## src/verilog/leaf_pkg.sv

```systemverilog
package leaf_pkg;

    // --------------------------------------------------
    // network word layout, msb first
    // valid | leaf | port | seq | payload
    // --------------------------------------------------
    localparam int packet_bits  = 49;
    localparam int payload_bits = 32;
    localparam int leaf_bits    = 5;
    localparam int port_bits    = 4;
    localparam int seq_bits     = 7;

    localparam int num_in_ports  = 4;
    localparam int num_out_ports = 6;

    // classification of the registered incoming word
    typedef enum logic [1:0] {
        pkt_idle,
        pkt_config,
        pkt_data
    } pkt_kind_e;

    // kernel release state
    typedef enum logic [1:0] {
        rst_hold,
        rst_run
    } rst_state_e;

endpackage

```

## src/verilog/leaf_depacketizer.sv

```systemverilog
`timescale 1ns/1ps

module leaf_depacketizer #(
    parameter logic [leaf_pkg::leaf_bits-1:0] this_leaf = '0
) (
    input  logic                                 clk,
    input  logic                                 rst_n,
    input  logic [leaf_pkg::packet_bits-1:0]     din,
    output logic [leaf_pkg::num_in_ports-1:0]    wr_en,
    output logic [leaf_pkg::payload_bits-1:0]    wr_data,
    input  logic [leaf_pkg::num_in_ports-1:0]    full,
    output logic                                 cfg_we,
    output logic [2:0]                           cfg_index,
    output logic [leaf_pkg::leaf_bits-1:0]       cfg_leaf,
    output logic [leaf_pkg::port_bits-1:0]       cfg_port
);

    localparam int port_lsb = leaf_pkg::payload_bits + leaf_pkg::seq_bits;
    localparam int leaf_lsb = port_lsb + leaf_pkg::port_bits;

    logic [leaf_pkg::packet_bits-1:0]  din_q;
    logic                              pkt_valid;
    logic [leaf_pkg::leaf_bits-1:0]    pkt_leaf;
    logic [leaf_pkg::port_bits-1:0]    pkt_port;
    logic [leaf_pkg::payload_bits-1:0] pkt_payload;
    leaf_pkg::pkt_kind_e               kind;

    always_ff @(posedge clk or negedge rst_n) begin
        if (!rst_n) begin
            din_q <= '0;
        end else begin
            din_q <= din;
        end
    end

    assign pkt_valid   = din_q[leaf_pkg::packet_bits-1];
    assign pkt_leaf    = din_q[leaf_lsb +: leaf_pkg::leaf_bits];
    assign pkt_port    = din_q[port_lsb +: leaf_pkg::port_bits];
    assign pkt_payload = din_q[leaf_pkg::payload_bits-1:0];

    // words for another leaf are dropped here
    always_comb begin
        if (!pkt_valid || pkt_leaf != this_leaf) begin
            kind = leaf_pkg::pkt_idle;
        end else if (pkt_port == '0) begin
            kind = leaf_pkg::pkt_config;
        end else begin
            kind = leaf_pkg::pkt_data;
        end
    end

    // a word for a full queue is lost
    always_comb begin
        for (int i = 0; i < leaf_pkg::num_in_ports; i++) begin
            wr_en[i] = (kind == leaf_pkg::pkt_data) &&
                       (pkt_port == leaf_pkg::port_bits'(i + 1)) && !full[i];
        end
    end

    assign wr_data = pkt_payload;

    // --------------------------------------------------
    // configuration word: stream 2:0, leaf 8:4, port 12:9
    // --------------------------------------------------
    assign cfg_we    = (kind == leaf_pkg::pkt_config);
    assign cfg_index = pkt_payload[2:0];
    assign cfg_leaf  = pkt_payload[8:4];
    assign cfg_port  = pkt_payload[12:9];

    // the tree only delivers data to ports the kernel has
    assert property (@(posedge clk) disable iff (!rst_n)
        (kind == leaf_pkg::pkt_data) |-> (pkt_port inside {[1:leaf_pkg::num_in_ports]}));

endmodule

```

## src/verilog/leaf_i4o6.sv

```systemverilog
`timescale 1ns/1ps

module leaf_i4o6 #(
    parameter int                             fifo_depth = 16,
    parameter logic [leaf_pkg::leaf_bits-1:0] this_leaf  = 5'd1
) (
    input  logic                             clk,
    input  logic                             rst_n,
    input  logic [leaf_pkg::packet_bits-1:0] din,
    output logic [leaf_pkg::packet_bits-1:0] dout,
    input  logic                             resend,
    input  logic                             ap_start
);

    logic                                                           kernel_rst_n;
    logic [leaf_pkg::num_in_ports-1:0]                              in_vld;
    logic [leaf_pkg::num_in_ports-1:0][leaf_pkg::payload_bits-1:0]  in_data;
    logic [leaf_pkg::num_in_ports-1:0]                              in_ack;
    logic [leaf_pkg::num_out_ports-1:0]                             out_vld;
    logic [leaf_pkg::num_out_ports-1:0][leaf_pkg::payload_bits-1:0] out_data;
    logic [leaf_pkg::num_out_ports-1:0]                             out_ack;

    leaf_interface #(
        .fifo_depth (fifo_depth),
        .this_leaf  (this_leaf)
    ) u_interface (
        .clk          (clk),
        .rst_n        (rst_n),
        .din          (din),
        .dout         (dout),
        .resend       (resend),
        .ap_start     (ap_start),
        .kernel_rst_n (kernel_rst_n),
        .in_vld       (in_vld),
        .in_data      (in_data),
        .in_ack       (in_ack),
        .out_vld      (out_vld),
        .out_data     (out_data),
        .out_ack      (out_ack)
    );

    user_kernel u_kernel (
        .clk          (clk),
        .kernel_rst_n (kernel_rst_n),
        .in_vld       (in_vld),
        .in_data      (in_data),
        .in_ack       (in_ack),
        .out_vld      (out_vld),
        .out_data     (out_data),
        .out_ack      (out_ack)
    );

endmodule

```

## src/verilog/leaf_interface.sv

```systemverilog
`timescale 1ns/1ps

module leaf_interface #(
    parameter int                             fifo_depth = 16,
    parameter logic [leaf_pkg::leaf_bits-1:0] this_leaf  = '0
) (
    input  logic                                                           clk,
    input  logic                                                           rst_n,
    input  logic [leaf_pkg::packet_bits-1:0]                               din,
    output logic [leaf_pkg::packet_bits-1:0]                               dout,
    input  logic                                                           resend,
    input  logic                                                           ap_start,
    output logic                                                           kernel_rst_n,
    output logic [leaf_pkg::num_in_ports-1:0]                              in_vld,
    output logic [leaf_pkg::num_in_ports-1:0][leaf_pkg::payload_bits-1:0]  in_data,
    input  logic [leaf_pkg::num_in_ports-1:0]                              in_ack,
    input  logic [leaf_pkg::num_out_ports-1:0]                             out_vld,
    input  logic [leaf_pkg::num_out_ports-1:0][leaf_pkg::payload_bits-1:0] out_data,
    output logic [leaf_pkg::num_out_ports-1:0]                             out_ack
);

    localparam int n_out = leaf_pkg::num_out_ports;

    logic [leaf_pkg::num_in_ports-1:0]              wr_en;
    logic [leaf_pkg::payload_bits-1:0]              wr_data;
    logic [leaf_pkg::num_in_ports-1:0]              full;
    logic                                           cfg_we;
    logic [2:0]                                     cfg_index;
    logic [leaf_pkg::leaf_bits-1:0]                 cfg_leaf;
    logic [leaf_pkg::port_bits-1:0]                 cfg_port;
    logic                                           cfg_hit;
    logic [n_out-1:0][leaf_pkg::leaf_bits-1:0]      dest_leaf;
    logic [n_out-1:0][leaf_pkg::port_bits-1:0]      dest_port;
    logic [n_out-1:0]                               dest_valid;
    leaf_pkg::rst_state_e                           rst_state;

    leaf_depacketizer #(
        .this_leaf (this_leaf)
    ) u_depacketizer (
        .clk       (clk),
        .rst_n     (rst_n),
        .din       (din),
        .wr_en     (wr_en),
        .wr_data   (wr_data),
        .full      (full),
        .cfg_we    (cfg_we),
        .cfg_index (cfg_index),
        .cfg_leaf  (cfg_leaf),
        .cfg_port  (cfg_port)
    );

    for (genvar i = 0; i < leaf_pkg::num_in_ports; i++) begin : g_port
        leaf_port_fifo #(
            .fifo_depth (fifo_depth)
        ) u_fifo (
            .clk     (clk),
            .rst_n   (rst_n),
            .wr_en   (wr_en[i]),
            .wr_data (wr_data),
            .full    (full[i]),
            .vld     (in_vld[i]),
            .data    (in_data[i]),
            .ack     (in_ack[i])
        );
    end

    // --------------------------------------------------
    // destination table, one entry per output stream
    // --------------------------------------------------
    assign cfg_hit = cfg_we && (cfg_index < n_out);

    always_ff @(posedge clk or negedge rst_n) begin
        if (!rst_n) begin
            dest_valid <= '0;
        end else if (cfg_hit) begin
            dest_valid[cfg_index] <= 1'b1;
        end
    end

    always_ff @(posedge clk) begin
        if (cfg_hit) begin
            dest_leaf[cfg_index] <= cfg_leaf;
            dest_port[cfg_index] <= cfg_port;
        end
    end

    leaf_packetizer u_packetizer (
        .clk        (clk),
        .rst_n      (rst_n),
        .resend     (resend),
        .vld        (out_vld),
        .data       (out_data),
        .ack        (out_ack),
        .dest_leaf  (dest_leaf),
        .dest_port  (dest_port),
        .dest_valid (dest_valid),
        .dout       (dout)
    );

    // kernel stays in reset until the first ap_start
    always_ff @(posedge clk or negedge rst_n) begin
        if (!rst_n) begin
            rst_state <= leaf_pkg::rst_hold;
        end else if (rst_state == leaf_pkg::rst_hold && ap_start) begin
            rst_state <= leaf_pkg::rst_run;
        end
    end

    assign kernel_rst_n = (rst_state == leaf_pkg::rst_run);

endmodule

```

## src/verilog/leaf_packetizer.sv

```systemverilog
`timescale 1ns/1ps

module leaf_packetizer (
    input  logic                                                           clk,
    input  logic                                                           rst_n,
    input  logic                                                           resend,
    input  logic [leaf_pkg::num_out_ports-1:0]                             vld,
    input  logic [leaf_pkg::num_out_ports-1:0][leaf_pkg::payload_bits-1:0] data,
    output logic [leaf_pkg::num_out_ports-1:0]                             ack,
    input  logic [leaf_pkg::num_out_ports-1:0][leaf_pkg::leaf_bits-1:0]    dest_leaf,
    input  logic [leaf_pkg::num_out_ports-1:0][leaf_pkg::port_bits-1:0]    dest_port,
    input  logic [leaf_pkg::num_out_ports-1:0]                             dest_valid,
    output logic [leaf_pkg::packet_bits-1:0]                               dout
);

    localparam int n        = leaf_pkg::num_out_ports;
    localparam int idx_bits = $clog2(n);

    logic [n-1:0]                         req;
    logic [idx_bits-1:0]                  last_q;
    logic [idx_bits-1:0]                  sel;
    logic                                 grant;
    logic [n-1:0][leaf_pkg::seq_bits-1:0] seq_q;
    logic [leaf_pkg::packet_bits-1:0]     pkt_q;

    // unconfigured streams wait, and nothing moves during resend
    assign req = resend ? '0 : (vld & dest_valid);

    // search starts at the stream after the last grant
    always_comb begin
        int idx;
        ack   = '0;
        sel   = last_q;
        grant = 1'b0;
        for (int i = 1; i <= n; i++) begin
            idx = (int'(last_q) + i) % n;
            if (!grant && req[idx]) begin
                grant    = 1'b1;
                sel      = idx_bits'(idx);
                ack[idx] = 1'b1;
            end
        end
    end

    always_ff @(posedge clk or negedge rst_n) begin
        if (!rst_n) begin
            last_q <= idx_bits'(n - 1);
            seq_q  <= '0;
            pkt_q  <= '0;
        end else begin
            if (grant) begin
                last_q     <= sel;
                seq_q[sel] <= seq_q[sel] + 1'b1;
                pkt_q      <= {1'b1, dest_leaf[sel], dest_port[sel], seq_q[sel], data[sel]};
            end else if (!resend) begin
                pkt_q <= '0;
            end
        end
    end

    // a packet caught by a rising resend is kept and sent once resend drops
    assign dout = resend ? '0 : pkt_q;

    assert property (@(posedge clk) disable iff (!rst_n) $onehot0(ack));

endmodule

```

## src/verilog/leaf_port_fifo.sv

```systemverilog
`timescale 1ns/1ps

module leaf_port_fifo #(
    parameter int fifo_depth = 16
) (
    input  logic                              clk,
    input  logic                              rst_n,
    input  logic                              wr_en,
    input  logic [leaf_pkg::payload_bits-1:0] wr_data,
    output logic                              full,
    output logic                              vld,
    output logic [leaf_pkg::payload_bits-1:0] data,
    input  logic                              ack
);

    localparam int addr_bits = $clog2(fifo_depth);

    logic [leaf_pkg::payload_bits-1:0] mem [fifo_depth];
    logic [addr_bits:0]                wr_ptr;
    logic [addr_bits:0]                rd_ptr;
    logic                              push;
    logic                              pop;

    // the extra top bit of each pointer tells a full queue from an empty one
    assign full = (wr_ptr[addr_bits] != rd_ptr[addr_bits]) &&
                  (wr_ptr[addr_bits-1:0] == rd_ptr[addr_bits-1:0]);
    assign vld  = (wr_ptr != rd_ptr);
    assign data = mem[rd_ptr[addr_bits-1:0]];
    assign push = wr_en && !full;
    assign pop  = ack && vld;

    always_ff @(posedge clk or negedge rst_n) begin
        if (!rst_n) begin
            wr_ptr <= '0;
            rd_ptr <= '0;
        end else begin
            if (push) begin
                wr_ptr <= wr_ptr + 1'b1;
            end
            if (pop) begin
                rd_ptr <= rd_ptr + 1'b1;
            end
        end
    end

    always_ff @(posedge clk) begin
        if (push) begin
            mem[wr_ptr[addr_bits-1:0]] <= wr_data;
        end
    end

    // the kernel only takes a word that this queue presents
    assert property (@(posedge clk) disable iff (!rst_n) ack |-> vld);

endmodule

```

## src/verilog/user_kernel.sv

```systemverilog
`timescale 1ns/1ps

module user_kernel (
    input  logic                                                           clk,
    input  logic                                                           kernel_rst_n,
    input  logic [leaf_pkg::num_in_ports-1:0]                              in_vld,
    input  logic [leaf_pkg::num_in_ports-1:0][leaf_pkg::payload_bits-1:0]  in_data,
    output logic [leaf_pkg::num_in_ports-1:0]                              in_ack,
    output logic [leaf_pkg::num_out_ports-1:0]                             out_vld,
    output logic [leaf_pkg::num_out_ports-1:0][leaf_pkg::payload_bits-1:0] out_data,
    input  logic [leaf_pkg::num_out_ports-1:0]                             out_ack
);

    localparam int n_out = leaf_pkg::num_out_ports;

    logic [n_out-1:0]                             room;
    logic                                         go_a;
    logic                                         go_b;
    logic [n_out-1:0]                             load;
    logic [n_out-1:0][leaf_pkg::payload_bits-1:0] next_data;

    // a slot can take a word when it is empty or being read this cycle
    assign room = ~out_vld | out_ack;

    // both inputs of a pair move together so the pair output sees them side by side
    assign go_a = in_vld[0] && in_vld[1] && room[0] && room[1] && room[4];
    assign go_b = in_vld[2] && in_vld[3] && room[2] && room[3] && room[5];

    assign in_ack = {go_b, go_b, go_a, go_a};
    assign load   = {go_b, go_a, go_b, go_b, go_a, go_a};

    always_comb begin
        for (int k = 0; k < leaf_pkg::num_in_ports; k++) begin
            next_data[k] = in_data[k] + 1'b1;
        end
        next_data[4] = in_data[0] + in_data[1];
        next_data[5] = in_data[2] ^ in_data[3];
    end

    always_ff @(posedge clk or negedge kernel_rst_n) begin
        if (!kernel_rst_n) begin
            out_vld <= '0;
        end else begin
            for (int k = 0; k < n_out; k++) begin
                if (load[k]) begin
                    out_vld[k] <= 1'b1;
                end else if (out_ack[k]) begin
                    out_vld[k] <= 1'b0;
                end
            end
        end
    end

    always_ff @(posedge clk) begin
        for (int k = 0; k < n_out; k++) begin
            if (load[k]) begin
                out_data[k] <= next_data[k];
            end
        end
    end

endmodule
```

## config.mk

```make
export PLATFORM = sky130hd
export DESIGN_NAME = leaf_i4o6
export DESIGN_NICKNAME = d
export VERILOG_FILES = /design/src/verilog/leaf_pkg.sv /design/src/verilog/leaf_depacketizer.sv /design/src/verilog/leaf_i4o6.sv /design/src/verilog/leaf_interface.sv /design/src/verilog/leaf_packetizer.sv /design/src/verilog/leaf_port_fifo.sv /design/src/verilog/user_kernel.sv
export SDC_FILE = /design/constraint.sdc
export NUM_CORES = 2
export LEC_CHECK = 0
export BUFFER_PORTS_ARGS = -buffer_cell sky130_fd_sc_hd__buf_4
export CELL_PAD_IN_SITES_DETAIL_PLACEMENT = 1
export CELL_PAD_IN_SITES_GLOBAL_PLACEMENT = 2
export CORE_ASPECT_RATIO = 1.25
export CORE_MARGIN = 2
export CORE_UTILIZATION = 45
export DETAILED_ROUTE_END_ITERATION = 12
export PLACE_DENSITY = 0.81
export RECOVER_POWER = 100
export SYNTH_ARGS = -nofsm -noshare
export SYNTH_HDL_FRONTEND = slang
export SYNTH_SLANG_ARGS = --single-unit
```

## constraint.sdc

```tcl
create_clock -name clk -period 0.8 [get_ports clk]
set_input_delay 0.04 -clock clk [delete_from_list [all_inputs] [get_ports clk]]
set_output_delay 0.04 -clock clk [all_outputs]
set_load 0.05 [all_outputs]
```

==> reports/qor.yml <==
status: "finished, violations left"
violations: "negative hold slack, negative setup slack"
vias: 56710
synth_most_common_cell: "edfxtp_1"
synth_edf_count: 2294
yosysUniqueCellTypes: 88
p_total_mw: 392.1
io_pins: 102
grt_pass1_vias: 60910
yosysWarnings: 0
synthTopCellsByCount: "2,294 x edfxtp_1, 594 x mux4_2, 199 x nand2_1, 187 x dfrtp_1, 160 x mux2i_1"
hold_ws_ns: -0.001067
worstMarginPinSlew_ns: 1.127
synth-simple-area-share_pct: 3.792
wl_met3_mm: 18.41
synthAdderAreaFrac_pct: 0.9657
antenna_found_initial: 17
fmax_mhz: 192.7
p_leak_nw: 42.55
synth_area_leader_cell: "edfxtp_1"
slowest_delay_ns: 0.58
totalWireLength_mm: 305.7
gr-usage-all-layers_pct: 26.56
syn_to_final_growth_pct: 24.84
rows: 194
finalCritPeriodShare_pct: 648.8
dr_wl_met2_mm: 160.2
maxSlewHeadroom_pct: 24.89
firstDrtPassIters: 5
start_kind: "register"
clk_latency_ns: 0.91
synth-compound-area-share_pct: 2.709
skew_ns: 0.06367
grt_overflow_total: 0
via_per_inst: 5.974
dr.max_layer_used: "met5"
dieArea_sq_um: 227200
drive_above_1_share_pct: 39.63
cts.path.max_buffers: 4
path_max_fanout: 7
ant_nets: 0
grt_max_degree: 99
clk_pin_slew_ns: 0.06
synth.area.top_cells: "edfxtp_1 69%, mux4_2 13%, dfrtp_1 4.7%"
avgSynthCellArea_sq_um: 19.74
maxCapViolCount: 0
port_buffers: 94
path_common_cell: "buf_6"
die_w_microns: 426.8
synth_nets: 5224
drt_iter0_drc: 5828
slowest_stage: "dfstp_2"
start_util_pct: 45.12
synth_top_family_by_area: "multiplexers"
cp-end-kind: "register"
cts_tree: "done"
coreArea_sq_um: 222800
hold_class: "primary input to register"
hold_viol: 1
muxShareOfSynthArea_pct: 15.94
ir_drop_mv: 2.792
synth-xor-area-share_pct: 2.141
fp.dieH_microns: 532.5
cts_buffers: 232
cts.sinks: 2483
cts-root-buf: "clkbuf_16"
crit_arrival_ns: 5.95
synth_seq_area_share_pct: 73.22
criticalPathCategory: "register to register"
route.detailed.drc: 0
synth_top_area_share_pct: 68.52
drv_slew: 0
synthesis.area_sq_um: 100500
cts_max_level: 4
tns_ns: -7258.26
rsz0062_at_grt: "yes"
nets: 6502
setup_ws_ns: -4.390
period_needed_ns: 5.190
grt_pass1_wl_mm: 434.8
powerDensity_nw_per_um2: 3124
path_cells: "buf_6, ha_4, xor2_2, buf_4, ha_4, nand4b_1, mux2_4, mux2i_4, o31ai_4, buf_6, o31ai_4, a21o_1, a31o_1, a211oi_4, buf_12, and2_4, buf_12, a22oi_2, or2_4, nor4b_4, xor2_2, buf_6, o21ai_1"
synthCells: 5094
async_reset_ff_share_pct: 7.612
drt-wirelength-per-cell_microns: 32.20
finalWeightedCongestion: 0.8837
hpwl_mm: 196.5
worstPathRequired_ns: 1.56
ys.flop_type: "edfxtp_1"
wl_met1_mm: 110.8
finalSetupViolCount: 4964
fin_util_pct: 56.33
synth-seq-cells: 2483
[layer usage]
| layer | vias to the layer above | track usage (%) |
|---|---|---|
| li1 | 23210 | - |
| met1 | 30350 | 32.38 |
| met2 | 2471 | 46.97 |
| met3 | 674 | 3.479 |
| met4 | 4 | 11.85 |
| met5 | - | 0 |
[cells in the final DEF (no fill, tap or decap), types with 43 or more instances in the layout]
cell type	instances
nor2b_1	92
ha_1	65
xnor2_1	143
dlygate4sd3_1	88
buf_4	884
nand3_1	59
xor2_1	83
o21ai_2	44
nor2_1	105
clkinv_2	47
mux4_2	594
clkbuf_16	247
mux2i_1	141
edfxtp_1	2294
buf_12	181
a21oi_1	61
dfrtp_1	140
nand2_1	182
mux2_2	75
a22o_1	43
[logic make-up after synthesis]
family                     count (synthesis)
muxes                                    846
buffers and inverters                    295
xor gates and xnor gates                 241
adders and majority gates                 77
AOI/OAI and AO/OA                        411
and+or+nand+nor                          741
DFF                                     2483
[cell type report]
class	count	area (sq um)
flip-flops and latches	2483	73700
diodes	3	7.507
multi-input cells	2317	27340
clock inverters	139	1459
clock buffers	273	6115
well taps	2940	3679
fillers	19650	97310
inverters	53	216.5
repair buffers	1285	13000
[critical path: cells and delay by family, from the launching register on]
family / cells / cell delay (ns)
multiplexers: 2 / 0.52
XOR/XNOR: 2 / 0.35
buffers and inverters: 6 / 0.91
AND/OR/NAND/NOR: 4 / 0.96
flip-flops: 1 / 0.58
AO/OA/AOI/OAI: 7 / 1.37
adder cells (fa/ha/maj): 2 / 0.33
[where the power goes]
| part | total [mW] | internal [mW] | leakage [nW] | switching, mW |
|---|---|---|---|---|
| Combinational | 132 | 63.9 | 15.8 | 68.4 |
| Clock | 112 | 63.2 | 3.71 | 48.9 |
| Sequential | 148 | 146 | 23.0 | 2.19 |
[stage by stage]
stage	cells	setup WS (ns)	cell area, sq um
2_1_floorplan	5094	-4.107	101500
3_3_place_gp	8878	-4.349	114300
3_5_place_dp	8878	-4.533	114300
4_1_cts	9450	-4.294	124500
5_1_grt	9492	-4.533	125500
6_report	9493	-4.390	125500
[flip-flops by register name, indices dropped and copies added (netlist names)]
name and flops:
u_interface.dest_leaf 30, u_interface.dest_port 24, u_interface.dest_valid 6, u_interface.g_port.u_fifo.mem 2048, u_interface.g_port.u_fifo.rd_ptr 20, u_interface.g_port.u_fifo.wr_ptr 20
u_interface.rst_state 1, u_interface.u_depacketizer.din_q 42, u_interface.u_packetizer.last_q 3, u_interface.u_packetizer.pkt_q 49, u_interface.u_packetizer.seq_q 42, u_kernel.out_data 192
u_kernel.out_vld 6
[worst paths after layout]
path	depth (start not counted)	slack (ns)	from	endpoint
max in group asynchronous	5	-0.35	rst_n	u_interface.u_packetizer.pkt_q[9]$_DFFE_PN0P_
min reg2reg	1	0.27	u_interface.rst_state[0]$_DFFE_PN0P_	u_kernel.out_vld[3]$_DFFE_PN0P_
max reg2reg	23	-4.39	u_interface.u_packetizer.last_q[0]$_DFFE_PN1P_	u_interface.u_packetizer.seq_q[34]$_DFFE_PN0P_
min in group asynchronous	1	0.27	u_interface.rst_state[0]$_DFFE_PN0P_	u_kernel.out_vld[3]$_DFFE_PN0P_
max	23	-4.39	u_interface.u_packetizer.last_q[0]$_DFFE_PN1P_	u_interface.u_packetizer.seq_q[34]$_DFFE_PN0P_
min	4	-0.001	resend	u_interface.u_packetizer.pkt_q[48]$_DFFE_PN0P_
[what timing repair did]
action,in CTS,in global routing
endpoints found under the setup margin,4781,4946
gates resized for setup,257,122
hold buffers,88,0
pin swaps,83,45
gates cloned,13,15
hold endpoints to repair,228,0
setup buffers,60,34
No activity file was read; power rests on OpenSTA's default activity.
